--- src/geo_pkg.sv ---
// geometry unit package: widths, host opcodes, draw functions and the draw command word
package geo_pkg;

  // ********************************************************
  // widths and sizes
  // ********************************************************
  localparam int coord_w     = 12;                // x/y coordinate width
  localparam int cmd_w       = 16;                // host command width
  localparam int fifo_depth  = 64;                // command fifo entries
  localparam int fifo_margin = 8;                 // free entries left at almost-full

  typedef logic [coord_w-1:0] coord_t;            // unsigned screen coordinate

  // ********************************************************
  // draw command output
  // ********************************************************
  typedef enum logic [3:0] {
    px_write       = 4'd1,                        // write pixel in pen color
    rst_wr_mask    = 4'd10,                       // reset write collision counter
    rst_paste_mask = 4'd11,                       // reset paste collision counter
    dst_width      = 4'd12,                       // destination raster width
    src_width      = 4'd13,                       // source raster width
    dst_addr       = 4'd14,                       // destination base address
    src_addr       = 4'd15                        // source base address
  } draw_func_e;

  typedef struct packed {
    draw_func_e  func;                            // bits 35:32
    logic [7:0]  data8;                           // color or mode byte
    coord_t      word_y;                          // bits 23:12
    coord_t      word_x;                          // bits 11:0
  } draw_cmd_t;

  // ********************************************************
  // host command byte, command bits 15..8
  // ********************************************************
  localparam logic [1:0] op_set_x_top      = 2'b10;     // x[idx] <= data12
  localparam logic [1:0] op_set_y_top      = 2'b11;     // y[idx] <= data12
  localparam logic [5:0] op_dst_addr_hi    = 6'b011111; // dst address from x[i],y[i]
  localparam logic [5:0] op_src_addr_hi    = 6'b011110; // src address from x[i],y[i]
  localparam logic [7:0] op_width_base     = 8'd112;    // 112..115 raster widths
  localparam logic [7:0] op_clip_base      = 8'd92;     // 92..95 clip from x[k],y[k]
  localparam logic [7:0] op_rst_wr_mask    = 8'd91;
  localparam logic [7:0] op_rst_paste_mask = 8'd90;
  localparam logic [2:0] op_draw_top       = 3'b000;    // shape in bits 10..8

  // kept shape numbers
  localparam logic [2:0] shape_pixel = 3'd1;
  localparam logic [2:0] shape_line  = 3'd2;

endpackage

--- src/geo_line_if.sv ---
// line request link between the command decoder and the Bresenham line generator
interface geo_line_if;

  logic            start;                         // one-cycle request pulse
  geo_pkg::coord_t ax;                            // start point
  geo_pkg::coord_t ay;
  geo_pkg::coord_t bx;                            // end point
  geo_pkg::coord_t by;
  logic            busy;                          // line in progress

  modport req (
    output start, ax, ay, bx, by,
    input  busy
  );

  modport gen (
    input  start, ax, ay, bx, by,
    output busy
  );

endinterface

--- src/cmd_fifo.sv ---
// show-ahead host command FIFO on a circular RAM, with almost-full back-pressure flag
module cmd_fifo #(
  parameter int depth  = geo_pkg::fifo_depth,
  parameter int margin = geo_pkg::fifo_margin
) (
  input  logic                      clk,
  input  logic                      reset,
  input  logic                      wr_en,        // host write strobe
  input  logic [geo_pkg::cmd_w-1:0] wr_data,
  input  logic                      rd_en,        // pop head entry
  output logic [geo_pkg::cmd_w-1:0] rd_data,      // head, valid while not empty
  output logic                      empty,
  output logic                      almost_full
);

  localparam int aw = $clog2(depth);              // pointer width
  localparam int cw = $clog2(depth + 1);          // count width

  logic [geo_pkg::cmd_w-1:0] mem [depth];         // command storage
  logic [aw-1:0]             wr_ptr;
  logic [aw-1:0]             rd_ptr;
  logic [cw-1:0]             count;               // entries stored
  logic                      full;
  logic                      do_wr;
  logic                      do_rd;

  assign full        = (count == cw'(depth));
  assign empty       = (count == '0);
  assign almost_full = (count >= cw'(depth - margin)); // straight off the count
  assign do_wr       = wr_en && !full;              // drop writes on overflow
  assign do_rd       = rd_en && !empty;
  assign rd_data     = mem[rd_ptr];                 // show-ahead read

  always_ff @(posedge clk) begin
    if (do_wr) mem[wr_ptr] <= wr_data;
  end

  always_ff @(posedge clk or posedge reset) begin
    if (reset) begin
      wr_ptr <= '0;
      rd_ptr <= '0;
      count  <= '0;
    end else begin
      if (do_wr) wr_ptr <= (wr_ptr == aw'(depth - 1)) ? '0 : wr_ptr + 1'b1; // wrap
      if (do_rd) rd_ptr <= (rd_ptr == aw'(depth - 1)) ? '0 : rd_ptr + 1'b1;
      case ({do_wr, do_rd})
        2'b10:   count <= count + 1'b1;
        2'b01:   count <= count - 1'b1;
        default: count <= count;                   // idle or write+read
      endcase
    end
  end

  // host must honour almost_full before the margin runs out
  a_no_overflow : assert property (@(posedge clk) disable iff (reset) !(wr_en && full));

  // decoder only pops a present command
  a_no_underflow : assert property (@(posedge clk) disable iff (reset) !(rd_en && empty));

endmodule

--- src/draw_cmd_output.sv ---
// draw command output stage: clips generated points and registers the outgoing command
module draw_cmd_output (
  input  logic               clk,
  input  logic               reset,
  input  logic               draw_busy,           // downstream stall
  input  logic               cfg_valid,
  input  geo_pkg::draw_cmd_t cfg_cmd,
  input  logic               pt_valid,
  input  geo_pkg::coord_t    pt_x,
  input  geo_pkg::coord_t    pt_y,
  input  logic [7:0]         pen_color,
  input  geo_pkg::coord_t    clip_x,
  input  geo_pkg::coord_t    clip_y,
  output logic               draw_valid,
  output geo_pkg::draw_cmd_t draw_cmd
);

  logic pending;                                  // draw_cmd holds an untaken command
  logic in_clip;                                  // point inside clip rectangle

  assign in_clip    = (pt_x <= clip_x) && (pt_y <= clip_y);
  assign draw_valid = pending && !draw_busy;

  always_ff @(posedge clk or posedge reset) begin
    if (reset) begin
      pending <= 1'b0;
    end else if (!draw_busy) begin
      pending <= cfg_valid || (pt_valid && in_clip); // clear when nothing new
    end
  end

  always_ff @(posedge clk) begin
    if (!draw_busy) begin
      if (cfg_valid) begin
        draw_cmd <= cfg_cmd;
      end else if (pt_valid && in_clip) begin
        draw_cmd.func   <= geo_pkg::px_write;
        draw_cmd.data8  <= pen_color;
        draw_cmd.word_y <= pt_y;
        draw_cmd.word_x <= pt_x;
      end
    end
  end

  // decoder holds off pops while a line runs, so the sources never collide
  a_one_source : assert property (@(posedge clk) disable iff (reset) !(cfg_valid && pt_valid));

endmodule

--- src/geo_cmd_decoder.sv ---
// command decoder: coordinate, clip and pen registers, configuration commands and line requests
module geo_cmd_decoder (
  input  logic                      clk,
  input  logic                      reset,
  input  logic                      draw_busy,    // downstream stall
  input  logic [geo_pkg::cmd_w-1:0] fifo_data,    // fifo head
  input  logic                      fifo_empty,
  output logic                      fifo_pop,
  geo_line_if.req                   line,
  output logic                      cfg_valid,    // configuration command pending
  output geo_pkg::draw_cmd_t        cfg_cmd,
  output logic [7:0]                pen_color,
  output geo_pkg::coord_t           clip_x,       // inclusive clip limits
  output geo_pkg::coord_t           clip_y
);

  logic [7:0]         op;                         // command byte
  logic [7:0]         data8;                      // low byte
  geo_pkg::coord_t    data12;                     // coordinate field
  geo_pkg::coord_t    x [4];                      // x0..x3
  geo_pkg::coord_t    y [4];                      // y0..y3
  logic [1:0]         sel;                        // x/y register index for this command
  logic               is_cfg;                     // command emits a draw command
  logic               set_x;
  logic               set_y;
  logic               set_clip;
  logic               is_draw;                    // pixel or line shape
  geo_pkg::draw_cmd_t nxt_cmd;

  assign op     = fifo_data[15:8];
  assign data8  = fifo_data[7:0];
  assign data12 = fifo_data[geo_pkg::coord_w-1:0];

  // pop only between lines and only on advance cycles
  assign fifo_pop   = !fifo_empty && !draw_busy && !line.busy;
  assign line.start = fifo_pop && is_draw;         // generator latches on the pop edge

  // pixel is a zero-length line at x0,y0
  assign line.ax = x[0];
  assign line.ay = y[0];
  assign line.bx = (op[2:0] == geo_pkg::shape_line) ? x[1] : x[0];
  assign line.by = (op[2:0] == geo_pkg::shape_line) ? y[1] : y[0];

  // ********************************************************
  // command decode
  // ********************************************************
  always_comb begin
    is_cfg         = 1'b0;
    set_x          = 1'b0;
    set_y          = 1'b0;
    set_clip       = 1'b0;
    is_draw        = 1'b0;
    sel            = op[1:0];                      // address commands index here
    nxt_cmd.func   = geo_pkg::px_write;
    nxt_cmd.data8  = data8;                        // every config carries the low byte
    nxt_cmd.word_y = y[sel];
    nxt_cmd.word_x = x[sel];
    if (op[7:6] == geo_pkg::op_set_x_top) begin
      set_x = 1'b1;
      sel   = op[5:4];
    end else if (op[7:6] == geo_pkg::op_set_y_top) begin
      set_y = 1'b1;
      sel   = op[5:4];
    end else if (op[7:2] == geo_pkg::op_dst_addr_hi) begin
      is_cfg       = 1'b1;
      nxt_cmd.func = geo_pkg::dst_addr;
    end else if (op[7:2] == geo_pkg::op_src_addr_hi) begin
      is_cfg       = 1'b1;
      nxt_cmd.func = geo_pkg::src_addr;
    end else if (op >= geo_pkg::op_width_base && op <= geo_pkg::op_width_base + 8'd3) begin
      is_cfg         = 1'b1;
      sel            = {1'b1, ~op[1]};               // 115/114 use x2/y2, 113/112 x3/y3
      nxt_cmd.func   = op[0] ? geo_pkg::dst_width : geo_pkg::src_width;
      nxt_cmd.word_y = y[{1'b1, ~op[1]}];
      nxt_cmd.word_x = x[{1'b1, ~op[1]}];
    end else if (op >= geo_pkg::op_clip_base && op <= geo_pkg::op_clip_base + 8'd3) begin
      set_clip = 1'b1;
      sel      = ~op[1:0];                         // code 95-k picks x[k],y[k]
    end else if (op == geo_pkg::op_rst_wr_mask || op == geo_pkg::op_rst_paste_mask) begin
      is_cfg         = 1'b1;
      nxt_cmd.func   = (op == geo_pkg::op_rst_wr_mask) ? geo_pkg::rst_wr_mask
                                                        : geo_pkg::rst_paste_mask;
      nxt_cmd.word_y = {data8, data8[7:4]};          // mask colors packed
      nxt_cmd.word_x = {4'h0, data8[3:0], data8[7:4]};
    end else if (op[7:5] == geo_pkg::op_draw_top) begin
      // other shapes fall through and are simply popped
      is_draw = (op[2:0] == geo_pkg::shape_pixel) || (op[2:0] == geo_pkg::shape_line);
    end
  end

  // ********************************************************
  // registers, updated on advance cycles only
  // ********************************************************
  always_ff @(posedge clk or posedge reset) begin
    if (reset) begin
      for (int i = 0; i < 4; i++) begin
        x[i] <= '0;
        y[i] <= '0;
      end
      clip_x    <= '0;                             // clip is the point (0,0)
      clip_y    <= '0;
      pen_color <= '0;
      cfg_valid <= 1'b0;
      cfg_cmd   <= '0;
    end else if (!draw_busy) begin
      cfg_valid <= fifo_pop && is_cfg;             // held through stalls
      if (fifo_pop) begin
        if (is_cfg) cfg_cmd <= nxt_cmd;
        if (set_x) x[sel] <= data12;
        if (set_y) y[sel] <= data12;
        if (set_clip) begin
          clip_x <= x[sel];
          clip_y <= y[sel];
        end
        if (is_draw) pen_color <= data8;           // color of the new shape
      end
    end
  end

  // the generator answers every request with busy on the next edge
  a_start_ack : assert property (@(posedge clk) disable iff (reset)
    line.start |=> line.busy);

endmodule

--- src/geo_plotter.sv ---
// geometry command unit top: command FIFO, decoder, line generator and draw output stage
module geo_plotter (
  input  logic                      clk,
  input  logic                      reset,
  input  logic                      cmd_valid,       // host write strobe
  input  logic [geo_pkg::cmd_w-1:0] cmd_data,
  output logic                      cmd_almost_full, // host back-pressure
  input  logic                      draw_busy,       // pixel writer stall
  output logic                      draw_valid,
  output geo_pkg::draw_cmd_t        draw_cmd
);

  logic [geo_pkg::cmd_w-1:0] fifo_head;          // show-ahead head entry
  logic                      fifo_empty;
  logic                      fifo_pop;
  logic                      cfg_valid;
  geo_pkg::draw_cmd_t        cfg_cmd;
  logic [7:0]                pen_color;
  geo_pkg::coord_t           clip_x;
  geo_pkg::coord_t           clip_y;
  logic                      pt_valid;
  geo_pkg::coord_t           pt_x;
  geo_pkg::coord_t           pt_y;

  geo_line_if line_bus ();                        // decoder to generator request

  cmd_fifo #(
    .depth  (geo_pkg::fifo_depth),
    .margin (geo_pkg::fifo_margin)
  ) u_cmd_fifo (
    .clk         (clk),
    .reset       (reset),
    .wr_en       (cmd_valid),
    .wr_data     (cmd_data),
    .rd_en       (fifo_pop),
    .rd_data     (fifo_head),
    .empty       (fifo_empty),
    .almost_full (cmd_almost_full)
  );

  geo_cmd_decoder u_decoder (
    .clk        (clk),
    .reset      (reset),
    .draw_busy  (draw_busy),
    .fifo_data  (fifo_head),
    .fifo_empty (fifo_empty),
    .fifo_pop   (fifo_pop),
    .line       (line_bus.req),
    .cfg_valid  (cfg_valid),
    .cfg_cmd    (cfg_cmd),
    .pen_color  (pen_color),
    .clip_x     (clip_x),
    .clip_y     (clip_y)
  );

  line_generator u_line_gen (
    .clk       (clk),
    .reset     (reset),
    .draw_busy (draw_busy),
    .line      (line_bus.gen),
    .pt_valid  (pt_valid),
    .pt_x      (pt_x),
    .pt_y      (pt_y)
  );

  draw_cmd_output u_output (
    .clk        (clk),
    .reset      (reset),
    .draw_busy  (draw_busy),
    .cfg_valid  (cfg_valid),
    .cfg_cmd    (cfg_cmd),
    .pt_valid   (pt_valid),
    .pt_x       (pt_x),
    .pt_y       (pt_y),
    .pen_color  (pen_color),
    .clip_x     (clip_x),
    .clip_y     (clip_y),
    .draw_valid (draw_valid),
    .draw_cmd   (draw_cmd)
  );

endmodule

--- src/line_generator.sv ---
// Bresenham line generator: steps one point per advance cycle from a to b inclusive
module line_generator (
  input  logic            clk,
  input  logic            reset,
  input  logic            draw_busy,              // stall while high
  geo_line_if.gen         line,
  output logic            pt_valid,               // point on pt_x/pt_y this cycle
  output geo_pkg::coord_t pt_x,
  output geo_pkg::coord_t pt_y
);

  geo_pkg::coord_t                  cur_x;        // current point
  geo_pkg::coord_t                  cur_y;
  geo_pkg::coord_t                  end_x;        // last point
  geo_pkg::coord_t                  end_y;
  geo_pkg::coord_t                  dx_abs;       // |bx-ax| of the request
  geo_pkg::coord_t                  dy_abs;
  logic                             x_inc;        // step direction, 1 = up
  logic                             y_inc;
  logic signed [geo_pkg::coord_w+1:0] dx;         // two spare bits for 2*err
  logic signed [geo_pkg::coord_w+1:0] dy;
  logic signed [geo_pkg::coord_w+1:0] err;
  logic signed [geo_pkg::coord_w+1:0] e2;
  logic                             step_x;
  logic                             step_y;
  logic                             at_end;
  logic                             advance;

  assign dx_abs  = (line.bx >= line.ax) ? line.bx - line.ax : line.ax - line.bx;
  assign dy_abs  = (line.by >= line.ay) ? line.by - line.ay : line.ay - line.by;
  assign e2      = err <<< 1;
  assign step_x  = (e2 > -dy);
  assign step_y  = (e2 < dx);
  assign at_end  = (cur_x == end_x) && (cur_y == end_y);
  assign advance = line.busy && !draw_busy;

  assign pt_valid = advance;                      // one point per advance cycle
  assign pt_x     = cur_x;
  assign pt_y     = cur_y;

  always_ff @(posedge clk or posedge reset) begin
    if (reset) begin
      line.busy <= 1'b0;
    end else if (line.start) begin
      line.busy <= 1'b1;
    end else if (advance && at_end) begin
      line.busy <= 1'b0;                          // last point just went out
    end
  end

  // ********************************************************
  // stepper datapath
  // ********************************************************
  always_ff @(posedge clk) begin
    if (line.start) begin
      cur_x <= line.ax;
      cur_y <= line.ay;
      end_x <= line.bx;
      end_y <= line.by;
      x_inc <= (line.bx >= line.ax);
      y_inc <= (line.by >= line.ay);
      dx    <= {2'b00, dx_abs};
      dy    <= {2'b00, dy_abs};
      err   <= $signed({2'b00, dx_abs}) - $signed({2'b00, dy_abs}); // err = dx - dy
    end else if (advance && !at_end) begin
      if (step_x) cur_x <= x_inc ? cur_x + 1'b1 : cur_x - 1'b1;
      if (step_y) cur_y <= y_inc ? cur_y + 1'b1 : cur_y - 1'b1;
      err <= err - (step_x ? dy : '0) + (step_y ? dx : '0);
    end
  end

  // every step short of the end point moves on at least one axis
  a_step_moves : assert property (@(posedge clk) disable iff (reset)
    advance && !at_end |-> (step_x || step_y));

endmodule

--- config.mk ---
export PLATFORM = sky130hd
export DESIGN_NAME = geo_plotter
export DESIGN_NICKNAME = d
export VERILOG_FILES = /design/src/geo_pkg.sv /design/src/geo_line_if.sv /design/src/cmd_fifo.sv /design/src/draw_cmd_output.sv /design/src/geo_cmd_decoder.sv /design/src/geo_plotter.sv /design/src/line_generator.sv
export SDC_FILE = /design/constraint.sdc
export NUM_CORES = 2
export LEC_CHECK = 0
export ABC_CLOCK_PERIOD_IN_PS = 10500
export BUFFER_PORTS_ARGS = -buffer_cell sky130_fd_sc_hd__buf_4
export CAP_MARGIN = 20
export CORE_MARGIN = 1
export CORE_UTILIZATION = 63
export DETAILED_ROUTE_END_ITERATION = 10
export PLACE_DENSITY = 0.76
export SETUP_SLACK_MARGIN = 0.5
export SLEW_MARGIN = 20
export SYNTH_ARGS = -nofsm -noshare
export SYNTH_HDL_FRONTEND = slang
export SYNTH_SLANG_ARGS = --single-unit
--- constraint.sdc ---
create_clock -name clk -period 10.5 [get_ports clk]
set_input_delay 1.575 -clock clk [delete_from_list [all_inputs] [get_ports clk]]
set_output_delay 1.575 -clock clk [all_outputs]
set_load 0.01 [all_outputs]
==> results.ini <==
[layout]
nets = 3956
multi_input_area_mm2 = 0.0187
nFillCells = 5879
post-route-cell-area_mm2 = 0.0657
area_growth_pct = 10.8
seq_area_mm2 = 0.0391
drive_above_1_share_pct = 20.1

[floorplanning]
dieHeight_um = 309
start_util_pct = 63.6
ioPinCount = 58
core.rowCount = 112
coreArea_mm2 = 0.0933
die_w_um = 309
dieArea_mm2 = 0.0954

[cts]
clock_latency_ns = 0.76
cts-buffers-inserted = 134
cts_root_buffer = clkbuf_16
ctsResizeCount = 0
path_clk_slew_ns = 0.06
htreeDepth = 4
clockBufferDepth = 3
cts_tree = yes
cts.sinks = 1333
postCtsSetupBuffers = 0
postCtsHoldBufs = 0

[sta]
fmax_mhz = 112
worst_hold_slack_ns = 0.472
drv_slew = 0
finalCritPeriodShare_pct = 85.0
tns_ns = 0
fin_crit_ns = 8.93
worst_pin_slew_ns = 1.14
hold_viol = 0
setup_viol = 0
timing.slew.headroom_pct = 24.0
rsz0062_at_grt = false
finClkSkew_ns = 0.0367

[route]
drc = 0
vias_per_cell = 6.66
drt_first_pass_iters = 6
drt.antenna.violating_nets = 0
wirelength_um = 155000
num_vias = 34200
dr.first_iter.drc_count = 3949
wire_per_inst_um = 30.3

[worst_setup_path]
worstPathArrival_ns = 9.41
criticalPathCategory = flop to flop
crit_slowest_cell = dfrtp_4
crit_top_cell = o21ai_0
endpoint_kind = flop
path_max_fanout = 55
cp-start-kind = flop
worstPathRequired_ns = 10.98
cp_slowest_stage_delay_ns = 0.99

[place]
dpl_cell_area_mm2 = 0.0614
place.gp.congestion = 0.926
numPortBuffers = 57
place_hpwl_um = 94900

[synth]
synth.net_count = 3828
ys_types = 89
ys_ff_latch = 1333
synth.most_common_cell = edfxtp_1
ys_seq_area_share_pct = 65.9
synth_edf_count = 1147
avgSynthCellArea_um2 = 16.3
synthTopCellsByCount = edfxtp_1, mux4_2, nand2_1, inv_1, dfrtp_1
synth-main-ff-cell = edfxtp_1
synthArstFlopShare_pct = 14.0
synth_top_area_share_pct = 58.0
synth_area_mm2 = 0.0593
ys.warnings.count = 0
yosysTopAreaCell = edfxtp_1
ys_top_cells_by_area = edfxtp_1, mux4_2, dfrtp_1
syn_inst = 3641

[status]
outcome = finished, final reports clean

[global_route]
grt_pass1_vias = 34800
grt_overflow = 0
antenna_found_initial = 4
track_usage_pct = 33.6
grt_max_degree = 115
grt_first_pass_wirelength_um = 230000

[run]
drv_cap = 0

[hold_path]
hp-class = flop to flop

==> logic make-up (layout without fill, tap and decap cells) <==
| kind of cell | after synthesis | in the layout | share of synthesized area [%] |
|---|---|---|---|
| AO/OA/AOI/OAI | 529 | 529 | 5.70 |
| XOR/XNOR | 109 | 109 | 1.61 |
| adder cells (fa/ha/maj) | 167 | 167 | 3.77 |
| buffers and inverters | 373 | 607 | 2.65 |
| flip-flops | 1333 | 1333 | 65.9 |
| multiplexers | 570 | 570 | 16.0 |
| other | 0 | 4 | 0 |
| AND/OR/NAND/NOR | 560 | 560 | 4.38 |
==> final cells by class <==
cell class | instances | share of cell area [%]
clock inverters | 71 | 1.12
clock buffers | 171 | 5.44
repair buffers | 170 | 1.97
well taps | 1254 | 2.39
diodes | 4 | 0.0152
multi-input cells | 1935 | 28.5
flip-flops and latches | 1333 | 59.5
inverters | 195 | 1.12
==> critical path: cells and delay by family, from the launching register on <==
family          cells  cell delay [ns]
fa+ha+maj           3             0.90
mux                 4             1.23
buf+inv             3             0.76
simple gates        5             1.28
xor+xnor            2             0.45
compound gates     16             2.97
flops               1             0.99
==> flip-flops by register name, indices dropped and copies added (netlist names), 13 cells and up <==
signal,count
u_decoder.x,36
u_line_gen.err,13
u_decoder.cfg_cmd,36
u_output.draw_cmd,36
u_decoder.y,36
u_cmd_fifo.mem,1024
==> through the flow <==
stage               std cells  utilization [%]  setup slack [ns]
floorplan                3641                -              2.69
finish                   5133             70.4              1.57
global route             5130             70.4              1.01
global placement         4886             65.8              1.76
detailed placement       4886             65.8              1.57
CTS                      5128             70.4              1.50
==> final timing paths <==
path	depth (start not counted)	from	to	slack, ns
min	2	u_decoder.pen_color[7]	u_decoder.pen_color[7]	0.47
max in group asynchronous	4	reset	u_cmd_fifo.rd_ptr[1]	8.34
max reg2reg	33	u_cmd_fifo.rd_ptr[1]	u_line_gen.err[10]	1.57
min in group asynchronous	2	reset	u_decoder.y[10]	0.97
min reg2reg	2	u_decoder.pen_color[7]	u_decoder.pen_color[7]	0.47
max	33	u_cmd_fifo.rd_ptr[1]	u_line_gen.err[10]	1.57
==> cells in the final DEF, fill, tap and decap left out, types with 17 or more instances in the layout <==
master / instances
edfxtp_1: 1147
mux4_2: 286
nand2_1: 244
inv_1: 193
dfrtp_1: 182
buf_4: 169
o21ai_0: 166
ha_1: 147
mux2i_1: 140
clkbuf_16: 137
nor2_1: 126
a21oi_1: 120
mux2_2: 93
xnor2_1: 79
mux2_1: 43
a21o_1: 38
a221oi_1: 33
clkbuf_1: 32
xor2_1: 30
o21bai_1: 30
and2_1: 27
clkinv_1: 27
nand3_1: 23
nor2b_1: 20
nand4_1: 20
fa_1: 20
clkinv_2: 20
nor3_1: 17
==> metal layers <==
metal  global-route usage (%)  part of all wire [%]
met5                        0                 0.016
met4                     16.4                   5.2
met3                     5.85                   8.1
met2                     55.9                    50
met1                     43.2                    37
Power is not shown: default switching activity piles up to over one toggle a cycle in this logic, so the estimate is an artifact.
